**config.mk**
```make
export PLATFORM = sky130hd
export DESIGN_NAME = fmul_unpack
export DESIGN_NICKNAME = d
export VERILOG_FILES = /design/src/fmul_fmt_pkg.sv /design/src/fmul_ctrl_pkg.sv /design/src/fmul_unpack.sv
export SDC_FILE = /design/constraint.sdc
export NUM_CORES = 1
export LEC_CHECK = 0
export BUFFER_PORTS_ARGS = -buffer_cell sky130_fd_sc_hd__buf_2
export CORE_MARGIN = 2
export CORE_UTILIZATION = 48
export CTS_BUF_LIST = sky130_fd_sc_hd__clkbuf_16
export DETAILED_ROUTE_END_ITERATION = 8
export MAX_ROUTING_LAYER = met4
export PLACE_DENSITY = 0.86
export SYNTH_ARGS = -nofsm -noshare
export SYNTH_HDL_FRONTEND = slang
export SYNTH_SLANG_ARGS = --single-unit
```
**constraint.sdc**
```tcl
create_clock -name clk -period 1.1 [get_ports clk]
set_input_delay 0.275 -clock clk [delete_from_list [all_inputs] [get_ports clk]]
set_output_delay 0.275 -clock clk [all_outputs]
set_load 0.005 [all_outputs]
```
**src/fmul_fmt_pkg.sv**
```systemverilog
// binary64 field widths, field types and fixed encodings
// shared by every pipeline stage of the multiplier
package fmul_fmt_pkg;

  // field widths
  localparam int EXP_W     = 11;
  localparam int FRAC_W    = 52;
  localparam int MANT_W    = FRAC_W + 1;
  localparam int WORD_W    = 1 + EXP_W + FRAC_W;
  localparam int PROD_W    = 2 * MANT_W;
  // two extra bits hold the sign and the carry past EXP_MAX
  localparam int EXP_SUM_W = EXP_W + 2;

  // exponent constants
  localparam int EXP_BIAS = 1023;
  localparam int EXP_MAX  = 2047;

  // packed operand or result word
  typedef logic [WORD_W-1:0] fp_word_t;

  // individual fields
  typedef logic [EXP_W-1:0]  exp_t;
  typedef logic [FRAC_W-1:0] frac_t;
  typedef logic [MANT_W-1:0] mant_t;

  // full mantissa product
  typedef logic [PROD_W-1:0] prod_t;

  // intermediate exponent, may go below zero or past EXP_MAX
  typedef logic signed [EXP_SUM_W-1:0] exp_sum_t;

  // canonical quiet NaN, positive sign
  localparam fp_word_t QNAN_WORD = 64'h7FF8_0000_0000_0000;

  // largest finite magnitude, sign bit clear
  localparam fp_word_t MAX_FINITE_MAG = {1'b0, exp_t'(EXP_MAX - 1), {FRAC_W{1'b1}}};

  // infinity magnitude, sign bit clear
  localparam fp_word_t INF_MAG = {1'b0, exp_t'(EXP_MAX), frac_t'(0)};

endpackage

```
**src/fmul_ctrl_pkg.sv**
```systemverilog
// rounding-mode encoding and exception flag layout
// used by the stages that take the mode or raise flags
package fmul_ctrl_pkg;

  // rounding modes
  typedef enum logic [1:0] {
    RND_NEAREST_EVEN = 2'd0,
    RND_ZERO         = 2'd1,
    RND_PLUS         = 2'd2,
    RND_MINUS        = 2'd3
  } rnd_mode_e;

  localparam int FLAG_W = 4;

  // exception flag vector
  typedef logic [FLAG_W-1:0] fp_flags_t;

  // bit positions inside fp_flags_t
  localparam int FLAG_INVALID   = 0;
  localparam int FLAG_OVERFLOW  = 1;
  localparam int FLAG_UNDERFLOW = 2;
  localparam int FLAG_INEXACT   = 3;

endpackage

```
**src/fmul_unpack.sv**
```systemverilog
// first multiplier stage: splits and classifies both operands
// registers sign, exponent sum, mantissas and the special class
`timescale 1ns/100ps

module fmul_unpack
  import fmul_fmt_pkg::*;
  import fmul_ctrl_pkg::*;
(
  input  logic      clk,
  input  logic      rst_n,
  input  logic      in_valid,
  input  fp_word_t  a,
  input  fp_word_t  b,
  input  rnd_mode_e rnd_mode,
  output logic      s1_valid,
  output logic      s1_sign,
  output exp_sum_t  s1_exp_sum,
  output mant_t     s1_mant_a,
  output mant_t     s1_mant_b,
  output rnd_mode_e s1_rnd_mode,
  output logic      s1_is_nan,
  output logic      s1_is_inf,
  output logic      s1_is_zero
);

  exp_t  exp_a, exp_b;
  frac_t frac_a, frac_b;
  logic  a_zero, a_inf, a_nan;
  logic  b_zero, b_inf, b_nan;
  logic  spec_nan, spec_inf, spec_zero;

  assign exp_a  = a[WORD_W-2 -: EXP_W];
  assign exp_b  = b[WORD_W-2 -: EXP_W];
  assign frac_a = a[FRAC_W-1:0];
  assign frac_b = b[FRAC_W-1:0];

  // denormals land here too and are flushed
  assign a_zero = (exp_a == '0);
  assign b_zero = (exp_b == '0);
  assign a_inf  = (exp_a == exp_t'(EXP_MAX)) && (frac_a == '0);
  assign b_inf  = (exp_b == exp_t'(EXP_MAX)) && (frac_b == '0);
  assign a_nan  = (exp_a == exp_t'(EXP_MAX)) && (frac_a != '0);
  assign b_nan  = (exp_b == exp_t'(EXP_MAX)) && (frac_b != '0);

  // nan first, then infinity, then zero
  assign spec_nan  = a_nan | b_nan | (a_inf & b_zero) | (b_inf & a_zero);
  assign spec_inf  = ~spec_nan & (a_inf | b_inf);
  assign spec_zero = ~spec_nan & ~spec_inf & (a_zero | b_zero);

  always_ff @(posedge clk or negedge rst_n) begin
    if (!rst_n) begin
      s1_valid <= 1'b0;
    end else begin
      s1_valid <= in_valid;
    end
  end

  // payload only moves with a valid operation
  always_ff @(posedge clk) begin
    if (in_valid) begin
      s1_sign     <= a[WORD_W-1] ^ b[WORD_W-1];
      s1_exp_sum  <= $signed({2'b00, exp_a}) + $signed({2'b00, exp_b})
                     - exp_sum_t'(EXP_BIAS);
      s1_mant_a   <= {1'b1, frac_a};
      s1_mant_b   <= {1'b1, frac_b};
      s1_rnd_mode <= rnd_mode;
      s1_is_nan   <= spec_nan;
      s1_is_inf   <= spec_inf;
      s1_is_zero  <= spec_zero;
    end
  end

  // an unknown mode would pick an arbitrary rounding three cycles later
  a_rnd_mode_known: assert property (
    @(posedge clk) disable iff (!rst_n) in_valid |-> !$isunknown(rnd_mode)
  );

endmodule

```
== After elaboration in Yosys (flattened, before gate mapping) ==
Index checks and enable logic that the tools add are counted.
Cells by class
  $add $sub $neg: 2
  reductions and logical operators: 10
  eq/ne operators: 2
  bitwise gates (word level): 13
Operator list (number)
  $logic_not A52 Y1: 2
  $reduce_bool A52 Y1: 2
  $eq A11 B11 Y1 const B: 2
  $logic_not A11 Y1: 2
  $sub A12 B10 Y13 const B: 1
  $add A11 B11 Y12: 1
  $and A1 B1 Y1: 5
  $or A1 B1 Y1: 5
  $logic_and A1 B1 Y1: 4
  $not A1 Y1: 2
  $xor A1 B1 Y1: 1
Storage, ports and cells
  input bits: 133
  register bits after elaboration: 124
  word-level logic and storage cells: 36

== Logic depth before layout (Yosys ltp) ==
Gate-level depths: netlist of the first run.
  depth after elaboration: 10
  mapped depth: 11

== Worst setup path before layout of the first run ==
Ideal clock, no wire load.
  path type: input to register
  start: input a[54]
  end: register s1_exp_sum[10] (data pin)
  arrival time: 1.868 ns
  setup slack: -1.038 ns
  stages on the path: 7
  library setup time: 0.270 ns
  path through: ha_1 > ha_1 > a211oi_2 > o21bai_2 > a2111oi_4 > o41ai_4 > xor2_1
Between the ends
  word-level cells in the longest chain between the ends: 2
Ends and longest elaborated chain
  start: declaration: RTL line fmul_unpack.sv:12  | input fp_word_t a,
  $add A11 B11 Y12: RTL line fmul_unpack.sv:62  | s1_exp_sum <= $signed({2'b00, exp_a}) + $signed({2'b00, exp_b})
  $sub A12 B10 Y13: RTL line fmul_unpack.sv:63  | - exp_sum_t'(EXP_BIAS);
  end signal: assignment: RTL line fmul_unpack.sv:62
  end: declaration: RTL line fmul_unpack.sv:17  | output exp_sum_t s1_exp_sum,
No other way between the ends.
A chain may end at the register's enable or synchronous reset.

== Final worst setup path of the first run ==
  start: input b[54]
  end: register s1_exp_sum[10] (data pin)
Between the ends
  word-level cells in the longest chain between the ends: 2
Ends and longest elaborated chain
  start: declaration: RTL line fmul_unpack.sv:13  | input fp_word_t b,
  $add A11 B11 Y12: RTL line fmul_unpack.sv:62
  $sub A12 B10 Y13: RTL line fmul_unpack.sv:63
No other way between the ends.

==> flow_summary.json, run 1 <==
{
  "vias": 4194,
  "finalCriticalPeriod_ns": 1.73,
  "yosys.area.top_type_share_pct": 77.7,
  "grt_max_degree": 38,
  "fin_nets": 774,
  "hpwl_mm": 11.4,
  "critPathMaxStageDelay_ns": 0.36,
  "critPathKind": "in2reg",
  "grt_overflow": 0,
  "cts_buffer_depth": 2,
  "worstPathCellList": "buf_8, ha_4, ha_4, a211oi_4, o21bai_4, a2111oi_4, o41ai_4, xor2_1",
  "antenna_found_initial": 1,
  "grt_setup_unrepaired": "yes",
  "cts_tree": "yes",
  "crit_path_top_delay_cell": "a2111oi_4",
  "die_h_um": 104,
  "ys_seq_area_share_pct": 78.2,
  "cts_buffers": 17,
  "max_freq_ghz": 0.577,
  "synth-seq-cells": 124,
  "dp_slack_ns": -1.08,
  "crit_required_ns": 1.24,
  "clock-sinks": 124,
  "synth_area_leaders": "edfxtp_1, ha_1, nor4_1, nand4_1, xnor2_1",
  "syn2layout_area_growth_pct": 69.2,
  "final_area_um2": 8050,
  "ios": 259,
  "io_buffer_count": 256,
  "path_clk_slew_ns": 0.06,
  "grt_pass1_wl_mm": 26.0,
  "placed_area_um2": 6930,
  "cpMostUsedCell": "ha_4",
  "leakage_nw": 3.41,
  "drc_errors": 0,
  "floorplan.initialDensity_pct": 49.1,
  "hold_start": "rnd_mode[1]",
  "fin_hold_ws_ns": 0.0390,
  "routed_wl_mm": 17.8,
  "viasPerCell": 5.48,
  "power.density_nw_per_um2": 1680,
  "finalHoldViolCount": 0,
  "drv_cap": 0,
  "drtIter0Drc": 279,
  "num_rows": 36,
  "synth.most_common_cell": "edfxtp_1",
  "cp-start-kind": "input port",
  "grt_pass1_vias": 4313,
  "synth_edf_count": 123,
  "ys_warn_count": 0,
  "ant_nets": 0,
  "crit_fanout": 2,
  "synth_top_cell_by_area": "edfxtp_1",
  "vdd_drop_max_mv": 0.953,
  "dieArea_um2": 10700,
  "synth.cells.most_frequent": "edfxtp_1, nor4_1, ha_1",
  "critPathLaunch": "b[54]",
  "critPathArrivalTime_ns": 1.88,
  "status": "finished with violations",
  "core_um2": 9680,
  "cts-root-buf": "clkbuf_16",
  "synthArstFlopShare_pct": 0.806,
  "drive_gt1_share_pct": 67.2,
  "routabilityCongestion": 0.899,
  "netlist_area_um2": 4760,
  "cp_num_buf_inv": 1,
  "drtPass1Iterations": 4,
  "synth.avg_cell_area_um2": 17.9,
  "total_power_mw": 13.5,
  "setup_ws_ns": -0.633,
  "die_x_um": 104,
  "crit_family": "compound AO/OA/AOI/OAI gates",
  "violations": "negative setup slack",
  "ys.flop_type": "edfxtp_1",
  "period_share_pct": 158,
  "report.final.slew_viol_count": 0,
  "synth_cells": 266,
  "setup-violations-final": 137,
  "routedWlPerCell_um": 23.3,
  "min_path_type": "in2reg",
  "ctsHtreeMaxLevel": 4,
  "yosysUniqueCellTypes": 35,
  "cp-end-kind": "flip-flop",
  "grt_usage_pct": 33.5
}
routing by layer:
layer	track usage, %	part of all wire, %	vias up
li1	-	-	1790
met4	14.9	4.6	0
met2	57.8	53	270
met5	-	0	-
met1	35.9	35	2074
met3	9.88	7.7	60
report_power, final:
group / total [mW] / switching [mW] / internal [mW]
Clock: 5.56 / 2.04 / 3.52
Sequential: 5.82 / 0.129 / 5.69
Combinational: 2.10 / 1.04 / 1.06
Total: 13.5 / 3.21 / 10.3
through the flow:
step	TNS, ns	utilization (%)	instances
6_report	-16.20	83.1	765
5_1_grt	-20.64	83.1	765
4_1_cts	-15.54	81.7	762
3_5_place_dp	-11.56	71.5	726
3_3_place_gp	-11.20	71.5	726
2_1_floorplan	-7.06	-	267
cell type report:
cell class	instances	area, um2
clock buffer	17	425
multi-input combinational	130	1490
clock inverter	14	156
sequential	124	3720
antenna	1	2.50
tap	133	166
inverter	11	41.3
fill	501	1640
timing repair buffer	335	2050
sequential cells by signal, summed over array words and instances, names as in the netlist:
register and count:
s1_exp_sum 13, s1_is_inf 1, s1_is_nan 1, s1_mant_a 52, s1_sign 1, s1_valid 1
s1_is_zero 1, s1_rnd_mode 2, s1_mant_b 52
cells by family (layout without fill, tap and decap cells):
kind of cell,Yosys count,after routing,synth area share [%]
flops,124,124,78.2
simple gates,77,77,9.18
fa+ha+maj,22,22,5.95
compound gates,20,20,3.76
buf+inv,13,377,1.18
xor+xnor,9,9,1.66
other cells,1,3,0.0789
final timing paths:
check / end / slack (ns) / cells after the start
setup / recovery: s1_exp_sum[10] / -0.63 / 8
hold / removal: s1_rnd_mode[1] / 0.04 / 1
max in group asynchronous: s1_valid / 0.83 / 2
min in group asynchronous: s1_valid / 0.18 / 2
cells in the final DEF, fill, tap and decap left out, types with 3 or more instances in the layout:
cell type	count
ha_1	10
buf_12	3
nor4_1	9
nor2_1	6
buf_8	4
inv_2	5
xnor2_1	5
buf_6	15
clkbuf_16	17
buf_2	238
bufinv_16	3
nand3_1	4
nand4_1	10
clkinv_2	5
nand3_2	3
nor4_4	14
nand2_1	5
nor3_1	7
buf_4	74
a21oi_2	5
ha_4	11
inv_1	8
nor4_2	9
clkinv_4	3
edfxtp_1	123
what timing repair did:
item                                   4_1_cts  5_1_grt
hold buffers                                 1        0
buffers inserted                             4        3
pin swaps                                   29       16
gates resized for setup                     60       22
endpoints found under the hold margin        1        0
setup endpoints to repair                  137      138
Power figures use the tool's default switching activity.
==> inputs of run 2 (changes only) <==
- GPL_TIMING_DRIVEN: default -> 0
==> run 2 against run 1 <==
Net effect: the run still ends with negative setup slack left; wire length is 9.5% lower; hold slack better by 0.011 ns; combinational power is 13% lower; final cell count is 8.0% lower; die area stayed put; cell area is 5.6% lower; maximum frequency is 0.43% lower; non-clock buffer count is 64 lower; flip-flop and latch count stayed put; largest power group unchanged.
==> flow_summary.json, run 2 (same netlist as run 1, synthesis figures left out) <==
{
  "report.final.slew_viol_count": 0,
  "viasPerCell": 5.47,
  "path_clk_slew_ns": 0.06,
  "total_power_mw": 13.1,
  "final_common_cell": "buf_2",
  "cp_num_buf_inv": 1,
  "ctsHtreeMaxLevel": 4,
  "fin_nets": 710,
  "grt_overflow": 0,
  "worstPathCellList": "buf_2, ha_4, ha_4, o21ai_2, o21bai_2, a2111oi_4, or3_1, xnor2_1",
  "grt_usage_pct": 29.3,
  "grt_setup_unrepaired": "yes",
  "ant_nets": 0,
  "power.density_nw_per_um2": 1720,
  "vdd_drop_max_mv": 0.924,
  "finish.utilization_pct": 78.4,
  "antenna_found_initial": 3,
  "core_um2": 9680,
  "hpwl_mm": 10.5,
  "dieArea_um2": 10700,
  "setup-violations-final": 137,
  "critPathMaxStageDelay_ns": 0.41,
  "drc_errors": 0,
  "grt_pass1_vias": 3936,
  "placed_area_um2": 6390,
  "critPathArrivalTime_ns": 1.90,
  "cp-start-kind": "input port",
  "cts_tree": "yes",
  "drive_gt1_share_pct": 63.7,
  "min_path_type": "in2reg",
  "violations": "negative setup slack",
  "finalHoldViolCount": 0,
  "status": "finished with violations",
  "clock-sinks": 124,
  "num_rows": 36,
  "leakage_nw": 3.10,
  "period_share_pct": 158,
  "placed_cells": 657,
  "finalCriticalPeriod_ns": 1.74,
  "crit_path_top_delay_cell": "or3_1",
  "setup_tns_ns": -15.27,
  "cpMostUsedCell": "ha_4",
  "routed_wl_mm": 16.1,
  "min_to": "s1_mant_a[24]",
  "crit_required_ns": 1.26,
  "cp-end-kind": "flip-flop",
  "grt_pass1_wl_mm": 22.7,
  "ios": 259,
  "routabilityCongestion": 0.883,
  "crit_family": "adder cells",
  "hold_path_depth": 1,
  "die_x_um": 104,
  "syn2layout_area_growth_pct": 59.7,
  "hold_start": "a[24]",
  "floorplan.initialDensity_pct": 49.1,
  "critPathKind": "in2reg",
  "crit_fanout": 4,
  "cts_buffers": 17,
  "final_area_um2": 7590,
  "final_cell_mix": "buf_2, edfxtp_1, buf_6, clkbuf_16, nor4_4",
  "grt_max_degree": 85,
  "max_freq_ghz": 0.575,
  "io_buffer_count": 256,
  "top_regs": "s1_mant_a (52), s1_mant_b (52), s1_exp_sum (13)",
  "cts-root-buf": "clkbuf_16",
  "routedWlPerCell_um": 22.9,
  "drtPass1Iterations": 5,
  "setup_ws_ns": -0.641,
  "drtIter0Drc": 231,
  "drv_cap": 0,
  "instances_no_fill": 704,
  "vias": 3848,
  "cts_buffer_depth": 2,
  "die_h_um": 104
}
[run 2: changes by cell type in the layout (fill, tap and decap cells not counted), moves of 2 or more]
cell,previous run,this run
buf_8,4,7
buf_6,15,19
clkinv_4,3,1
buf_2,238,230
nor2_2,0,2
buf_4,74,13
diode_2,1,3
inv_6,0,3
nor2_1,6,4
clkinvlp_4,1,3
buf_12,3,0
[run 2: area by class of cell]
type,instances,area [um2]
repair buffers,269,1590
inverters,11,41.3
clock buffers,17,425
diodes,3,7.51
clock inverters,15,146
multi-input cells,130,1480
well taps,133,166
fillers,533,2090
plain buffers,2,15.0
flip-flops and latches,124,3720
[run 2: what timing repair did]
item | CTS | global route
gates resized for setup | 54 | 52
buffers inserted | 9 | 4
endpoints found under the hold margin | 1 | 0
hold buffers | 1 | 0
pin swaps | 30 | 30
endpoints found under the setup margin | 217 | 138
[run 2: power breakdown]
| part | internal, mW | switching [mW] | total, mW | leakage (nW) |
|---|---|---|---|---|
| Combinational | 0.893 | 0.941 | 1.83 | 1.61 |
| Sequential | 5.69 | 0.126 | 5.81 | 1.21 |
| Clock | 3.33 | 2.09 | 5.42 | 0.277 |
| Total | 9.91 | 3.16 | 13.1 | 3.10 |
[run 2: worst max-delay path by stage]
stage               startpoint             end  slack, ns  cells after the start
global placement      in_valid   s1_mant_a[28]      -1.47                      1
detailed placement       b[53]  s1_exp_sum[11]      -1.13                     10
floorplan                b[53]   s1_exp_sum[9]      -0.81                      9
CTS                      b[54]  s1_exp_sum[10]      -0.60                      8
finish                   a[56]   s1_exp_sum[8]      -0.64                      8
global route             b[54]  s1_exp_sum[10]      -0.67                      8
[run 2: stage by stage]
| stage | setup WS, ns | hold WS, ns |
|---|---|---|
| global route | -0.674 | 0.0350 |
| finish | -0.641 | 0.0498 |
| detailed placement | -1.13 | 0.0567 |
| floorplan | -0.814 | -0.0206 |
| global placement | -1.47 | 0.0496 |
| CTS | -0.603 | 0.0391 |
[run 2: per-layer routing]
layer / track usage [%] / part of all wire [%] / vias up
met3: 10.4 / 10 / 54
li1: - / - / 1667
met1: 29.7 / 32 / 1856
met5: - / 0 / -
met4: 16.0 / 4.5 / 0
met2: 49.5 / 53 / 271
==> inputs of run 3 (changes only) <==
- CORE_UTILIZATION: 48 -> 40
- PLACE_DENSITY: 0.86 -> 0.77
- clock period: 1.1 -> 1.6 ns (I/O delays scaled with it)
==> run 3 against run 2 <==
Net effect: the run ends with design-rule violations, negative setup slack left; critical endpoint is now s1_exp_sum[10]; non-clock buffer count decreased by 6; sequential power decreased by 31%; utilization decreased by 15 points; wire length decreased by 22%; largest cell class unchanged.
==> flow_summary.json, run 3 (same netlist as run 1, synthesis figures left out) <==
{
  "status": "finished with violations",
  "violations": "design-rule violations, negative setup slack",
  "final_cell_mix": "buf_2, edfxtp_1, clkbuf_16, nor4_1, nor4_2",
  "die_x_um": 113,
  "core_um2": 11500,
  "nFillCells": 888,
  "cts_tree": "yes",
  "io_buffer_count": 256,
  "num_rows": 39,
  "grt_overflow": 0,
  "routed_wl_mm": 12.6,
  "die_h_um": 113,
  "hpwl_mm": 9.75,
  "crit_fanout": 2,
  "crit_required_ns": 1.74,
  "final_common_cell": "buf_2",
  "report.final.slew_viol_count": 0,
  "drtPass1Iterations": 7,
  "cts-root-buf": "clkbuf_16",
  "multi_input_area_um2": 1310,
  "regArea_um2": 3720,
  "clock-sinks": 124,
  "drc_errors": 20,
  "dieArea_um2": 12800,
  "grt_usage_pct": 20.1,
  "use_met3_pct": 6.86,
  "leakage_nw": 3.04,
  "min_path_type": "in2reg",
  "cts_buffers": 17,
  "antenna_found_initial": 0,
  "ios": 259,
  "critPathArrivalTime_ns": 1.95,
  "grt.busiest_layer": "met2",
  "fin_hold_ws_ns": 0.177,
  "ant_nets": 0,
  "floorplan.initialDensity_pct": 41.3,
  "final_area_um2": 7280,
  "grt_pass1_wl_mm": 18.8,
  "drtIter0Drc": 254,
  "worst_pin_slew_ns": 0.834,
  "insertedDiodeCount": 0,
  "drive_gt1_share_pct": 60.1,
  "cp-end-kind": "flip-flop",
  "grt_use_met1_pct": 21.5,
  "routedWlPerCell_um": 17.9,
  "critPathKind": "in2reg",
  "syn2layout_area_growth_pct": 53.1,
  "slew_headroom_pct": 44.4,
  "cts_buffer_depth": 2,
  "fin_nets": 704,
  "path_clk_slew_ns": 0.05,
  "top_regs": "s1_mant_a (52), s1_mant_b (52), s1_exp_sum (13)",
  "use_met2_pct": 34.1,
  "finalCriticalPeriod_ns": 1.81,
  "total_power_mw": 8.95,
  "dp_slack_ns": -0.731,
  "ctsHtreeMaxLevel": 4,
  "max_freq_ghz": 0.553,
  "setup_tns_ns": -1.06,
  "vdd_drop_max_mv": 0.748,
  "finalHoldViolCount": 0,
  "setup-violations-final": 7,
  "grt_pass1_vias": 3746,
  "drv_cap": 0,
  "routabilityCongestion": 0.827,
  "grt_setup_unrepaired": "yes",
  "placed_area_um2": 6380,
  "period_share_pct": 113,
  "cp-start-kind": "input port",
  "power.density_nw_per_um2": 1230,
  "viasPerCell": 4.95,
  "setup_ws_ns": -0.209,
  "vias": 3489,
  "grt_max_degree": 64
}
[run 3: changes by cell type in the layout (fill, tap and decap cells not counted), sizes merged]
| cell | before | now |
|---|---|---|
| buf | 270 | 264 |
| bufinv | 2 | 4 |
| clkinv | 7 | 5 |
| diode | 3 | 0 |
[run 3: timing repair]
action	CTS	global route
cloned	0	0
endpoints found under the hold margin	1	0
pin swaps	13	15
setup endpoints to repair	9	8
hold buffers	1	0
resized for setup	25	22
setup buffers	5	0
[run 3: per-layer routing]
metal | share of wire (%) | vias to the layer above | wire, um
met5 | 0 | - | 0
met4 | 2.2 | 0 | 275
met3 | 8.1 | 23 | 1020
met2 | 53 | 171 | 6700
met1 | 37 | 1640 | 4650
li1 | - | 1655 | -
[run 3: worst max-delay path, stage by stage]
cell and delay [ns]:
buf_8 0.10, ha_4 0.27, ha_4 0.19, a211oi_2 0.23
o21bai_2 0.11, a2111oi_4 0.38, o41ai_4 0.10, xor2_1 0.16
[run 3: layout make-up]
cell class,count,area share [%]
plain buffers,2,0.206
multi-input cells,130,18.0
well taps,143,2.46
repair buffers,263,19.4
clock inverters,15,2.48
clock buffers,17,5.84
inverters,11,0.567
flip-flops and latches,124,51.1
[run 3: where the power goes]
group / switching [mW] / internal (mW) / leakage (nW)
clock: 1.31 / 2.57 / 0.294
sequential: 0.0711 / 3.91 / 1.21
combinational: 0.553 / 0.539 / 1.53
[run 3: worst paths after layout]
check	start	to	slack, ns	cells after the start
worst min-delay path	rnd_mode[1]	s1_rnd_mode[1]	0.18	1
min in group asynchronous	rst_n	s1_valid	0.31	2
worst max-delay path	b[54]	s1_exp_sum[10]	-0.21	8
max in group asynchronous	rst_n	s1_valid	1.20	2
[run 3: metrics by stage]
stage,cells,utilization [%]
2_1_floorplan,267,-
3_3_place_gp,666,55.2
3_5_place_dp,667,55.4
4_1_cts,705,62.1
5_1_grt,705,63.2
6_report,705,63.2
