### config.mk
export PLATFORM = sky130hd
export DESIGN_NAME = fmul_round
export DESIGN_NICKNAME = d
export VERILOG_FILES = /design/src/fmul_fmt_pkg.sv /design/src/fmul_ctrl_pkg.sv /design/src/fmul_round.sv
export SDC_FILE = /design/constraint.sdc
export NUM_CORES = 1
export LEC_CHECK = 0
export ABC_AREA = 1
export BUFFER_PORTS_ARGS = -buffer_cell sky130_fd_sc_hd__buf_2
export CELL_PAD_IN_SITES_DETAIL_PLACEMENT = 0
export CELL_PAD_IN_SITES_GLOBAL_PLACEMENT = 2
export CORE_ASPECT_RATIO = 1.4
export CORE_UTILIZATION = 30
export CTS_BUF_LIST = sky130_fd_sc_hd__clkbuf_16
export DETAILED_ROUTE_END_ITERATION = 7
export PLACE_DENSITY = 0.88
export SLEW_MARGIN = 20
export SYNTH_ARGS = -nofsm -noshare
export SYNTH_HDL_FRONTEND = slang
export SYNTH_SLANG_ARGS = --single-unit
### constraint.sdc
create_clock -name clk -period 0.8 [get_ports clk]
set_input_delay 0.16 -clock clk [delete_from_list [all_inputs] [get_ports clk]]
set_output_delay 0.16 -clock clk [all_outputs]
set_load 0.05 [all_outputs]
### src/fmul_fmt_pkg.sv
// binary64 field widths, field types and fixed encodings
// shared by every pipeline stage of the multiplier
package fmul_fmt_pkg;

  // field widths
  localparam int EXP_W     = 11;
  localparam int FRAC_W    = 52;
  localparam int MANT_W    = FRAC_W + 1;
  localparam int WORD_W    = 1 + EXP_W + FRAC_W;
  localparam int PROD_W    = 2 * MANT_W;
  // two extra bits hold the sign and the carry past EXP_MAX
  localparam int EXP_SUM_W = EXP_W + 2;

  // exponent constants
  localparam int EXP_BIAS = 1023;
  localparam int EXP_MAX  = 2047;

  // packed operand or result word
  typedef logic [WORD_W-1:0] fp_word_t;

  // individual fields
  typedef logic [EXP_W-1:0]  exp_t;
  typedef logic [FRAC_W-1:0] frac_t;
  typedef logic [MANT_W-1:0] mant_t;

  // full mantissa product
  typedef logic [PROD_W-1:0] prod_t;

  // intermediate exponent, may go below zero or past EXP_MAX
  typedef logic signed [EXP_SUM_W-1:0] exp_sum_t;

  // canonical quiet NaN, positive sign
  localparam fp_word_t QNAN_WORD = 64'h7FF8_0000_0000_0000;

  // largest finite magnitude, sign bit clear
  localparam fp_word_t MAX_FINITE_MAG = {1'b0, exp_t'(EXP_MAX - 1), {FRAC_W{1'b1}}};

  // infinity magnitude, sign bit clear
  localparam fp_word_t INF_MAG = {1'b0, exp_t'(EXP_MAX), frac_t'(0)};

endpackage

### src/fmul_ctrl_pkg.sv
// rounding-mode encoding and exception flag layout
// used by the stages that take the mode or raise flags
package fmul_ctrl_pkg;

  // rounding modes
  typedef enum logic [1:0] {
    RND_NEAREST_EVEN = 2'd0,
    RND_ZERO         = 2'd1,
    RND_PLUS         = 2'd2,
    RND_MINUS        = 2'd3
  } rnd_mode_e;

  localparam int FLAG_W = 4;

  // exception flag vector
  typedef logic [FLAG_W-1:0] fp_flags_t;

  // bit positions inside fp_flags_t
  localparam int FLAG_INVALID   = 0;
  localparam int FLAG_OVERFLOW  = 1;
  localparam int FLAG_UNDERFLOW = 2;
  localparam int FLAG_INEXACT   = 3;

endpackage

### src/fmul_round.sv
// third multiplier stage: normalize, round, range check and flags
// special classes from the first stage override the rounded result
`timescale 1ns/100ps

module fmul_round
  import fmul_fmt_pkg::*;
  import fmul_ctrl_pkg::*;
(
  input  logic      clk,
  input  logic      rst_n,
  input  logic      s2_valid,
  input  logic      s2_sign,
  input  exp_sum_t  s2_exp_sum,
  input  prod_t     s2_prod,
  input  rnd_mode_e s2_rnd_mode,
  input  logic      s2_is_nan,
  input  logic      s2_is_inf,
  input  logic      s2_is_zero,
  output logic      out_valid,
  output fp_word_t  result,
  output fp_flags_t flags
);

  // guard position when the top product bit is set
  localparam int G_HI = PROD_W - 2 - FRAC_W;

  logic          prod_top;
  frac_t         frac_n;
  logic          guard, sticky;
  exp_sum_t      exp_n;
  logic          rnd_inc;
  logic [FRAC_W:0] frac_sum;
  exp_sum_t      exp_r;
  logic          ovf, unf;
  logic          ovf_to_inf;
  fp_word_t      res_d;
  fp_flags_t     flags_d;

  // product lies in [1,4), the top bit picks the shift
  assign prod_top = s2_prod[PROD_W-1];

  always_comb begin
    if (prod_top) begin
      frac_n = s2_prod[PROD_W-2 -: FRAC_W];
      guard  = s2_prod[G_HI];
      sticky = |s2_prod[G_HI-1:0];
    end else begin
      frac_n = s2_prod[PROD_W-3 -: FRAC_W];
      guard  = s2_prod[G_HI-1];
      sticky = |s2_prod[G_HI-2:0];
    end
    exp_n = s2_exp_sum + exp_sum_t'(prod_top);
  end

  always_comb begin
    rnd_inc = 1'b0;
    case (s2_rnd_mode)
      RND_NEAREST_EVEN: rnd_inc = guard & (sticky | frac_n[0]);
      RND_ZERO:         rnd_inc = 1'b0;
      RND_PLUS:         rnd_inc = ~s2_sign & (guard | sticky);
      RND_MINUS:        rnd_inc = s2_sign & (guard | sticky);
    endcase
  end

  // carry out leaves an all-zero fraction and bumps the exponent
  assign frac_sum = {1'b0, frac_n} + (FRAC_W + 1)'(rnd_inc);
  assign exp_r    = exp_n + exp_sum_t'(frac_sum[FRAC_W]);

  assign ovf = (exp_r >= exp_sum_t'(EXP_MAX));
  assign unf = (exp_r <= exp_sum_t'(0));

  // directed modes clip to max finite on the side they round away from
  always_comb begin
    case (s2_rnd_mode)
      RND_NEAREST_EVEN: ovf_to_inf = 1'b1;
      RND_ZERO:         ovf_to_inf = 1'b0;
      RND_PLUS:         ovf_to_inf = ~s2_sign;
      default:          ovf_to_inf = s2_sign;
    endcase
  end

  always_comb begin
    flags_d = '0;
    if (s2_is_nan) begin
      res_d                 = QNAN_WORD;
      flags_d[FLAG_INVALID] = 1'b1;
    end else if (s2_is_inf) begin
      res_d = {s2_sign, INF_MAG[WORD_W-2:0]};
    end else if (s2_is_zero) begin
      res_d = {s2_sign, {(WORD_W-1){1'b0}}};
    end else begin
      if (ovf) begin
        res_d = ovf_to_inf ? {s2_sign, INF_MAG[WORD_W-2:0]}
                           : {s2_sign, MAX_FINITE_MAG[WORD_W-2:0]};
      end else if (unf) begin
        res_d = {s2_sign, {(WORD_W-1){1'b0}}};
      end else begin
        res_d = {s2_sign, exp_r[EXP_W-1:0], frac_sum[FRAC_W-1:0]};
      end
      flags_d[FLAG_OVERFLOW]  = ovf;
      flags_d[FLAG_UNDERFLOW] = unf;
      flags_d[FLAG_INEXACT]   = guard | sticky | ovf | unf;
    end
  end

  always_ff @(posedge clk or negedge rst_n) begin
    if (!rst_n) begin
      out_valid <= 1'b0;
    end else begin
      out_valid <= s2_valid;
    end
  end

  always_ff @(posedge clk) begin
    if (s2_valid) begin
      result <= res_d;
      flags  <= flags_d;
    end
  end

  a_out_valid_known: assert property (
    @(posedge clk) disable iff (!rst_n) !$isunknown(out_valid)
  );

  // nan class is set two stages back, the flag must travel with it
  a_qnan_has_invalid: assert property (
    @(posedge clk) disable iff (!rst_n)
    (out_valid && result == QNAN_WORD) |-> flags[FLAG_INVALID]
  );

endmodule

== Yosys cells after proc, flatten, opt, wreduce, memory -nomap -nowiden ==
Cells that the tools add are included.

* Bits in registers: 69
* Input bits: 128
* Output and inout bits: 69

* Add/sub/neg operators: 3
* Magnitude comparators: 2
* Eq/ne operators: 3
* Muxes and demuxes: 11
* Bitwise logic cells: 8
* Reduce and logical (&&, ||, !) cells: 5

{| class="wikitable"
|+ Operators with widths
! operator !! count
|-
| $mux 63 || 3
|-
| $mux 52 || 2
|-
| $add 52x1->53 || 1
|-
| $mux 53 || 1
|-
| $reduce_or 52->1 || 1
|-
| $reduce_or 51->1 || 1
|-
| $add 13x2->13 || 2
|-
| $ge 13x12->1 const B || 1
|-
| $le 13x1->1 const B || 1
|-
| $eq 2x2->1 const B || 2
|-
| $or 1x1->1 || 4
|-
| $pmux 1 s4 || 1
|-
| $and 1x1->1 || 3
|-
| $mux 1 || 3
|-
| $pmux 1 s3 || 1
|-
| $reduce_or 3->1 || 1
|-
| $eq 2x1->1 const B || 1
|-
| $logic_not 2->1 || 1
|-
| $reduce_or 2->1 || 1
|-
| $not 1->1 || 1
|}

== Logic depth before layout (Yosys ltp) ==
Gate-level depths: netlist of the first run.

* Depth after elaboration: 12
* Mapped depth: 37
* Gate-level depth less buffers: 33

== Least setup slack after synthesis of the first run ==
No wires, ideal clock.

* Path kind: input -> register
* Start: input s2_prod[105]
* End: register flags[3], data pin
* Library setup time: 0.253 ns
* Arrival time: 4.296 ns
* Setup slack: -3.749 ns
* Cell stages on the path: 29
* Cells stage by stage: buf_6 > inv_4 > buf_6 > buf_2 > o21ai_0 > o211ai_1 > nand2_1 > ha_1 > ha_1 > nand2_1 > nor2_4 > nand2_2 > nor2_4 > nand2_1 > nor4_1 > nand3_1 > fa_1 > inv_1 > ha_1 > nand2_1 > nor2_2 > nand4_1 > xor2_1 > nand2_2 > nor2_4 > buf_4 > inv_1 > o21ai_1 > inv_1

* Longest elaborated chain between the ends: 9

{| class="wikitable"
|+ RTL lines
! element !! RTL line !! text
|-
| start: declaration || fmul_round.sv:14 || <nowiki>input prod_t s2_prod,</nowiki>
|-
| $mux 1 or $mux 52 (tied branches) || fmul_round.sv:43 || <nowiki>if (prod_top) begin</nowiki>
|-
| $or 1x1->1 (on tied branches) || - ||
|-
| $and 1x1->1 (on tied branches) || fmul_round.sv:61, fmul_round.sv:58, fmul_round.sv:60 ||
|-
| $pmux 1 s4 || fmul_round.sv:57 || <nowiki>case (s2_rnd_mode)</nowiki>
|-
| $add 52x1->53 || fmul_round.sv:66 || <nowiki>assign frac_sum = {1'b0, frac_n} + (FRAC_W + 1)'(rnd_inc);</nowiki>
|-
| $add 13x2->13 || fmul_round.sv:67 || <nowiki>assign exp_r = exp_n + exp_sum_t'(frac_sum[FRAC_W]);</nowiki>
|-
| $ge 13x12->1 || fmul_round.sv:69 || <nowiki>assign ovf = (exp_r >= exp_sum_t'(EXP_MAX));</nowiki>
|-
| $or 1x1->1 || fmul_round.sv:102 || <nowiki>flags_d[FLAG_INEXACT] = guard | sticky | ovf | unf;</nowiki>
|-
| $or 1x1->1 (*) || fmul_round.sv:102 ||
|-
| end signal: assignment || fmul_round.sv:117 || <nowiki>flags <= flags_d;</nowiki>
|-
| end: declaration || fmul_round.sv:21 || <nowiki>output fp_flags_t flags</nowiki>
|}

Every way passes the cells marked *; elsewhere a longest branch is shown, timed or not.
A chain may end at the register's enable or synchronous reset.

== Final worst setup path of the first run ==
* Start: input s2_prod[29]
* End: register flags[3], data pin

* Longest elaborated chain between the ends: 10

{| class="wikitable"
|+ RTL lines
! element !! RTL line
|-
| $reduce_or 52->1 or $reduce_or 51->1 (tied branches) || fmul_round.sv:46, fmul_round.sv:50
|-
| $mux 1 (*) || fmul_round.sv:43
|-
| $or 1x1->1 (on tied branches) || -
|-
| $and 1x1->1 (on tied branches) || fmul_round.sv:61, fmul_round.sv:58, fmul_round.sv:60
|-
| $pmux 1 s4 || fmul_round.sv:57
|-
| $add 52x1->53 || fmul_round.sv:66
|-
| $add 13x2->13 || fmul_round.sv:67
|-
| $ge 13x12->1 || fmul_round.sv:69
|-
| $or 1x1->1 || fmul_round.sv:102
|-
| $or 1x1->1 (*) || fmul_round.sv:102
|}

Marks and branches as above.

==> impl_metrics.ini, run 1 <==
[worst_setup_path]
critPathMostFrequentCell = buf_4
cp.arrival_ns = 4.08
cp-start-kind = primary input
crit_path_end_kind = flop
crit_path_max_fanout = 2
max_stage_delay_ns = 0.27
worstSetupPathType = primary input to flop
crit_required_ns = 0.90
slowest_stage = nor4_2

[die]
die_y_um = 177.1
initial_core_util_pct = 30.76
rows = 63
ioPinCount = 197
die_x_um = 127.1
die-area_sq_um = 22510
coreArea_sq_um = 21360

[power_and_ir_drop]
p_clk_share_pct = 29.6
power_uw = 13590
p_sw_share_pct = 34.03
ir_drop_uv = 1031
p_leak_uw = 0.005323
p_seq_share_pct = 32.1
p_comb_share_pct = 38.3
p_per_area_nw_per_um2 = 1158
p_int_uw = 8963
p_sw_uw = 4624

[grt]
grt-ovfl-total = 0
antenna_found_initial = 0
grt_max_degree = 32
grt_first_pass_wirelength_mm = 41.81
grt_usage_pct = 24.41
grt_pass1_vias = 8252

[run]
drv_cap = 0

[clock_network]
cts_made_buffers = 9
clkTransAtPathRegs_ns = 0.06
cts_tree = done
clkSinkCount = 69
root_buffer = clkbuf_16
cts_max_level = 3
clockBufferDepth = 2

[sta]
tightestPinTransition_ns = 0.7489
hold_viol = 0
rsz0062_at_grt = yes
final_max_slew_viol_count = 0
setup_ws_ns = -3.179
setup_viol = 135
period_minus_slack_ns = 3.979
fmax_mhz = 251.3
post-route-period-util_pct = 497.3
relSlewSlack_pct = 49.55

[final_layout]
final_cells = 1801
synthToLayoutAreaGrowth_pct = 78.56
drive_above_1_share_pct = 46.59
nNetsFinal = 1636
antennaDiodeCount = 0
fin_util_pct = 54.93

[synthesis]
synth_nets = 1150
syn-mean-instance-area_sq_um = 6.455
yosysSeqAreaShare_pct = 31.45
syn_area_sq_um = 6571
synth_seq_cells = 69
synth_area_leader_cell = edfxtp_1
synthDistinctLibCells = 35
synth_top_area_share_pct = 31.07
ys_warn_count = 0
synth_area_leaders = edfxtp_1, nand2_1, nor2_1
syn_inst = 1018

[drt]
drt_drc_violations_left = 0
vias = 8324
ant_nets = 0
wirelength_mm = 27.51
viasPerCell = 4.622
first_pass_iters = 5
avgRoutedWirePerCell_um = 15.27
initialDrtViolationCount = 412

[placement]
dpl.cell_count = 1735
numPortBuffers = 196
dp_hpwl_mm = 21.69
gp_congestion = 1.006

[worst_hold_path]
min_path_type = primary input to asynchronous set/reset pin

[status]
failed_checks = negative setup slack
outcome = finished, violations left
-- power groups by stage --
stage               combinational (uW)  sequential (uW)  clock (uW)
global route                      5590             4380        4230
detailed placement                4420             4380           0
global placement                  4410             4370           0
finish                            5200             4360        4020
CTS                               4950             4360        4080
floorplan                         1540             5200           0
-- logic make-up after synthesis --
kind of cell             count (synthesis)  synth area share (%)
AND/OR/NAND/NOR                        685                 44.40
buffers and inverters                  140                 10.34
AO/OA/AOI/OAI                          115                 12.26
flip-flops                              69                 31.45
XOR/XNOR                                 5                0.6665
adder cells (fa/ha/maj)                  4                0.8759
-- through the flow --
| step | area, sq um | TNS (ns) | hold WS [ns] | worst slack, ns |
|---|---|---|---|---|
| 4_1_cts | 11260 | -214.65 | 0.1088 | -3.012 |
| 5_1_grt | 11730 | -233.64 | 0.1140 | -3.298 |
| 2_1_floorplan | 6715 | -212.15 | -0.1356 | -3.243 |
| 3_5_place_dp | 9873 | -231.00 | -0.06514 | -3.506 |
| 6_report | 11730 | -219.42 | 0.1157 | -3.179 |
| 3_3_place_gp | 9873 | -228.29 | -0.06549 | -3.466 |
-- cell usage in the layout, fill, tap and decap left out, drive strengths merged --
| master | count |
|---|---|
| nand3b | 2 |
| fa | 1 |
| clkbuf | 11 |
| inv | 108 |
| nor2 | 147 |
| nor4 | 13 |
| clkinv | 4 |
| a21oi | 53 |
| nand3 | 93 |
| dfrtp | 1 |
| edfxtp | 68 |
| o21bai | 2 |
| bufinv | 1 |
| xor2 | 3 |
| nor3 | 4 |
| nand4 | 26 |
| xnor2 | 2 |
| ha | 3 |
| clkinvlp | 3 |
| nand2 | 396 |
| or2 | 4 |
| o211ai | 3 |
| o21ai | 57 |
| dlygate4sd3 | 1 |
| buf | 503 |
-- metal layers --
| metal | GRT usage (%) | routed length, um |
|---|---|---|
| met5 | 0 | 0 |
| met4 | 12.90 | 1331 |
| met3 | 1.995 | 1052 |
| met2 | 45.60 | 14320 |
| met1 | 27.33 | 10800 |
-- final timing paths --
check                      slack [ns]         from  depth (start not counted)                endpoint
max                             -3.18  s2_prod[29]                         31  flags[3]$_SDFFCE_PP0P_
min                              0.12        rst_n                          2     out_valid$_DFF_PN0_
max in group asynchronous        0.60        rst_n                          2     out_valid$_DFF_PN0_
min in group clk                 0.13    s2_is_nan                          2      flags[0]$_DFFE_PP_
-- flip-flops by register name, summed over array words and instances, names as in the netlist --
register   flops
result        64
flags          4
out_valid      1
-- cells in the mapped netlist --
library cell,instances
nand2_4,1
inv_1,97
a21oi_1,4
xor2_1,3
o211ai_1,3
nor2_1,126
o21bai_1,1
nand4_1,26
nand2_2,6
clkbuf_1,5
xnor2_1,2
a21oi_2,49
fa_1,1
nand3_1,93
ha_1,3
edfxtp_1,68
buf_8,1
inv_2,9
nand3b_1,2
dfrtp_1,1
o21ai_1,23
buf_2,4
nor3_1,4
o21bai_2,1
o21ai_0,26
nand2_1,389
o21ai_2,8
buf_6,14
nor2_4,7
buf_4,8
nor2_2,14
inv_4,1
or2_2,4
nor4_1,13
clkinv_1,1
-- final cells by class --
class / count / area, sq um
Multi-Input combinational cell: 809 / 4308
Timing Repair inverter: 1 / 7.507
Sequential cell: 69 / 2067
Clock inverter: 7 / 72.57
Inverter: 108 / 424.2
Clock buffer: 9 / 225.2
Timing Repair Buffer: 506 / 4264
Fill cell: 2113 / 9628
Tap cell: 292 / 365.4
-- worst max-delay path, delay by kind of cell --
kind                   cells  cell delay, ns
buffers and inverters     26            3.10
AND/OR/NAND/NOR            4            0.72
AO/OA/AOI/OAI              1            0.10
-- repair_timing --
action                                  in CTS  in global routing
gates cloned                                 5                  3
pin swaps                                   29                 25
hold buffers                                 1                  0
hold endpoints to repair                     1                  0
endpoints found under the setup margin     135                135
setup buffers                               35                  7
gates resized for setup                    198                 74
(Power assumes the default switching activity.)
==> run 2, diff against run 1 <==
--- a/config.mk
+++ b/config.mk
@@ -14,6 +14,7 @@
 export CTS_BUF_LIST = sky130_fd_sc_hd__clkbuf_16
 export DETAILED_ROUTE_END_ITERATION = 7
 export PLACE_DENSITY = 0.88
+export SETUP_SLACK_MARGIN = 0.15
 export SLEW_MARGIN = 20
 export SYNTH_ARGS = -nofsm -noshare
 export SYNTH_HDL_FRONTEND = slang
==> run 2 against run 1 <==
Compared with the run above:
- the run still ends with negative setup slack left
- maximum frequency rose by 3.9%
- cell count fell by 0.28%
- clock power rose by 30%
- critical path depth fell by 1
- worst hold slack improved by 0.017 ns
- first-iteration DRC count rose by 19%
- clock-buffer cell count did not move
- utilization fell by 1.3 points
- largest cell class unchanged
==> impl_metrics.ini, run 2 (same netlist as run 1, synthesis figures left out) <==
[clock_network]
clkSinkCount = 69
cts_max_level = 3
clkTransAtPathRegs_ns = 0.06
cts_tree = done
cts_made_buffers = 9
clockBufferDepth = 2
root_buffer = clkbuf_16

[final_layout]
top_regs = result x64, flags x4, out_valid x1
drive_above_1_share_pct = 45.41
top_register = result
final_cell_mix = nand2_1, buf_4, nor2_1
seq_area_sq_um = 2068
antennaDiodeCount = 0
nNetsFinal = 1631
synthToLayoutAreaGrowth_pct = 74.35
multi_input_area_sq_um = 4198
nFillCells = 2099
largest_register_ffs = 64
final_common_cell = nand2_1

[die]
ioPinCount = 197
initial_core_util_pct = 30.76
die_x_um = 127.1
die-area_sq_um = 22510
die_y_um = 177.1
rows = 63
coreArea_sq_um = 21360

[sta]
period_minus_slack_ns = 3.828
fin_setup_tns_ns = -207.55
hold_viol = 0
final_max_slew_viol_count = 0
relSlewSlack_pct = 63.35
fmax_mhz = 261.2
rsz0062_at_grt = yes
holdWs_ns = 0.1323
setup_viol = 135
tightestPinTransition_ns = 0.5440
post-route-period-util_pct = 478.5
setup_ws_ns = -3.028

[drt]
viasPerCell = 4.570
avgRoutedWirePerCell_um = 14.59
wirelength_mm = 26.20
ant_nets = 0
first_pass_iters = 5
drt_drc_violations_left = 0
initialDrtViolationCount = 489
vias = 8207

[grt]
antenna_found_initial = 0
grt_max_degree = 48
grt_pass1_vias = 7991
grt-ovfl-total = 0
grt_usage_pct = 23.66
grt_first_pass_wirelength_mm = 40.73

[worst_setup_path]
max_stage_delay_ns = 0.26
crit_required_ns = 0.89
cp_num_buf_inv = 25
critical_path.top_delay_family = buffers and inverters
crit_path_end_kind = flop
crit_path_max_fanout = 2
slowest_stage = nor4_4
cp-start-kind = primary input
worstSetupPathType = primary input to flop
cp.arrival_ns = 3.91
cp-startpoint = s2_prod[29]
critPathMostFrequentCell = buf_4

[power_and_ir_drop]
p_per_area_nw_per_um2 = 1267
ir_drop_uv = 975.4
p_leak_uw = 0.005296

[status]
outcome = finished, violations left
failed_checks = negative setup slack

[worst_hold_path]
min_path_type = primary input to asynchronous set/reset pin

[placement]
numPortBuffers = 196
dp_hpwl_mm = 21.81
gp_congestion = 0.9664

[run]
drv_cap = 0
==> run 2: what timing repair did <==
item / in CTS / in global routing
hold buffers: 1 / 0
buffers inserted: 37 / 5
pin swaps: 19 / 19
hold endpoints to repair: 1 / 0
gates resized for setup: 197 / 46
gates cloned: 1 / 0
setup endpoints to repair: 135 / 135
==> run 2: area by class of cell <==
cell class,instances,area share (%)
Timing Repair inverter,1,0.06552
Inverter,108,3.680
Sequential cell,69,18.05
Multi-Input combinational cell,809,36.64
Clock inverter,7,1.463
Clock buffer,9,1.966
Timing Repair Buffer,501,34.95
Tap cell,292,3.189
==> run 2: stage by stage <==
step	util, %	setup slack [ns]	cells	total power, uW	area, sq um
3_3_place_gp	46.08	-3.413	1736	8755	9844
4_1_cts	52.59	-2.927	1791	14540	11230
6_report	53.63	-3.028	1796	14520	11460
5_1_grt	53.63	-3.242	1796	15150	11460
3_5_place_dp	46.08	-3.429	1736	8775	9844
2_1_floorplan	-	-3.243	1018	6742	6716
==> run 2: where the power goes <==
group | total, uW | internal [uW] | switching, uW
Sequential | 4360 | 4230 | 134
Combinational | 4950 | 2150 | 2800
Clock | 5210 | 3700 | 1510
Total | 14500 | 10100 | 4440
==> run 2: layer usage <==
| layer | vias up | track usage, % | wire (um) |
|---|---|---|---|
| met2 | 204 | 42.90 | 13360 |
| met1 | 3685 | 28.23 | 10970 |
| met5 | - | 0 | 0 |
| met4 | 0 | 11.26 | 1075 |
| met3 | 50 | 1.602 | 800 |
| li1 | 4268 | - | - |
==> run 2: worst max path at each step <==
| stage | end | slack, ns | cells after the start |
|---|---|---|---|
| global placement | result[51]$_SDFFCE_PP1P_ | -3.41 | 34 |
| global route | result[25]$_SDFFCE_PP0P_ | -3.24 | 32 |
| floorplan | result[10]$_SDFFCE_PP0P_ | -3.24 | 33 |
| detailed placement | result[7]$_SDFFCE_PP0P_ | -3.43 | 33 |
| finish | flags[3]$_SDFFCE_PP0P_ | -3.03 | 30 |
| CTS | result[49]$_SDFFCE_PP0P_ | -2.93 | 28 |
==> run 3, diff against run 2 <==
--- a/config.mk
+++ b/config.mk
@@ -10,10 +10,10 @@
 export CELL_PAD_IN_SITES_DETAIL_PLACEMENT = 0
 export CELL_PAD_IN_SITES_GLOBAL_PLACEMENT = 2
 export CORE_ASPECT_RATIO = 1.4
-export CORE_UTILIZATION = 30
+export CORE_UTILIZATION = 27
 export CTS_BUF_LIST = sky130_fd_sc_hd__clkbuf_16
 export DETAILED_ROUTE_END_ITERATION = 7
-export PLACE_DENSITY = 0.88
+export PLACE_DENSITY = 0.8
 export SETUP_SLACK_MARGIN = 0.15
 export SLEW_MARGIN = 20
 export SYNTH_ARGS = -nofsm -noshare
==> constraint.sdc (replaced) <==
create_clock -name clk -period 3.9 [get_ports clk]
set_input_delay 0.78 -clock clk [delete_from_list [all_inputs] [get_ports clk]]
set_output_delay 0.78 -clock clk [all_outputs]
set_load 0.05 [all_outputs]
==> run 3 against run 2 <==
Compared with the run above:
- the run still ends with negative setup slack left
- clock power shrank 85%
- cell area shrank 6.6%
- die area grew 11%
- utilization shrank 8.9 points
- clock-buffer cell count is the same
- sequential cell count is the same
- combinational power shrank 80%
- total power shrank 82%
- via count shrank 1.9%
- worst hold slack gained 0.073 ns
==> impl_metrics.ini, run 3 (same netlist as run 1, synthesis figures left out) <==
[power_and_ir_drop]
p_clk_share_pct = 30.0
p_int_uw = 1726
p_seq_share_pct = 33.4
p_leak_uw = 0.004777
p_comb_share_pct = 36.6
p_sw_share_pct = 34.82
p_per_area_nw_per_um2 = 247.5
ir_drop_uv = 209.1
p_sw_uw = 922.0

[clock_network]
cts_max_level = 3
holdBufCountCts = 0
clkSinkCount = 69
root_buffer = clkbuf_16
clkTransAtPathRegs_ns = 0.05
cts_tree = done
clockBufferDepth = 2
cts_made_buffers = 9

[die]
die-area_sq_um = 24980
coreArea_sq_um = 23890
initial_core_util_pct = 27.50
die_x_um = 133.9
die_y_um = 186.6
rows = 67
ioPinCount = 197

[sta]
rsz0062_at_grt = yes
hold_viol = 0
tightestPinTransition_ns = 0.8960
holdWs_ns = 0.2052
setup_ws_ns = -0.6727
fin_setup_tns_ns = -38.75
setup_viol = 66
final_max_slew_viol_count = 0
post-route-period-util_pct = 117.2
fmax_mhz = 218.7
relSlewSlack_pct = 40.27
period_minus_slack_ns = 4.573

[placement]
dp_hpwl_mm = 22.07
gp_congestion = 0.8878
post_dp_cell_area_sq_um = 9050
numPortBuffers = 196

[worst_setup_path]
max_stage_delay_ns = 0.39
slowest_stage = fa_2
cp-start-kind = primary input
crit_path_end_kind = flop
crit_required_ns = 3.95
worstSetupPathType = primary input to flop
cp.arrival_ns = 4.62
crit_path_max_fanout = 8

[final_layout]
largest_register_ffs = 64
seq_area_sq_um = 2067
final_area_sq_um = 10700
top_register = result
drive_above_1_share_pct = 44.33
multi_input_area_sq_um = 4394
antennaDiodeCount = 0
final_cell_mix = nand2_1, buf_4, buf_2
nNetsFinal = 1549
fin_util_pct = 44.78
top_regs = result x64, flags x4, out_valid x1
synthToLayoutAreaGrowth_pct = 62.80
final_common_cell = nand2_1
nFillCells = 2554

[status]
failed_checks = negative setup slack
outcome = finished, violations left

[grt]
antenna_found_initial = 0
grt_pass1_vias = 7810
grt-ovfl-total = 0
grt_max_degree = 70
grt_first_pass_wirelength_mm = 42.16
grt_usage_pct = 22.10

[drt]
drt_drc_violations_left = 0
initialDrtViolationCount = 405
first_pass_iters = 7
avgRoutedWirePerCell_um = 16.22
vias = 8048
ant_nets = 0
viasPerCell = 4.649
wirelength_mm = 28.08

[worst_hold_path]
min_path_type = primary input to asynchronous set/reset pin

[run]
drv_cap = 0
run 3: cell count changes in the layout (fill, tap and decap cells not counted), sizes merged:
cell         previous run  this run
buf                   500       412
clkbuf                  9        16
bufinv                  5         1
clkinv                  1         5
inv                   108       106
clkinvlp                2         3
dlygate4sd3             1         0
run 3: metrics by stage:
step                instances  setup WS (ns)  total power, uW
finish                   1731        -0.6727             2648
global route             1731        -0.9069             2771
CTS                      1710        -0.5605             2598
detailed placement       1652         -1.060             1748
global placement         1652        -0.9529             1747
floorplan                1018        -0.7633             1383
run 3: final cells by class:
class | instances | share of cell area (%)
multi-input combinational | 809 | 41.08
timing repair inverter | 1 | 0.07018
sequential | 69 | 19.32
timing repair buffer | 419 | 29.27
tap | 310 | 3.626
clock buffer | 9 | 2.105
clock inverter | 6 | 0.5146
inverter | 108 | 4.012
run 3: power groups by stage:
stage	sequential, uW	combinational (uW)	clock (uW)
global route	886	1050	838
floorplan	1070	316	0
finish	883	970	795
CTS	884	904	809
detailed placement	899	849	0
global placement	899	848	0
run 3: timing repair:
action / CTS / global route
resized for setup: 71 / 74
pin swaps: 23 / 22
endpoints found under the setup margin: 66 / 66
hold endpoints to repair: 0 / 0
gates cloned: 5 / 8
buffers inserted: 38 / 13
run 3: worst paths after layout:
kind                                       endpoint          from  slack (ns)
setup / recovery           result[40]$_SDFFCE_PP0P_  s2_prod[105]       -0.67
max in group asynchronous       out_valid$_DFF_PN0_         rst_n        3.61
hold / removal                  out_valid$_DFF_PN0_         rst_n        0.21
min in group clk                 flags[0]$_DFFE_PP_     s2_is_nan        0.67
run 3: routing by layer:
layer / vias up / track usage [%] / wire, um
li1: 4110 / - / -
met1: 3647 / 26.74 / 11680
met2: 231 / 39.14 / 14160
met3: 60 / 1.983 / 971
met4: 0 / 9.921 / 1266
met5: - / 0 / 0
run 3: worst max-delay path, delay by kind of cell:
| kind | cells | cell delay, ns |
|---|---|---|
| adders and majority gates | 4 | 0.85 |
| AOI/OAI and AO/OA | 2 | 0.28 |
| buffers and inverters | 5 | 0.62 |
| and+or+nand+nor | 22 | 2.06 |
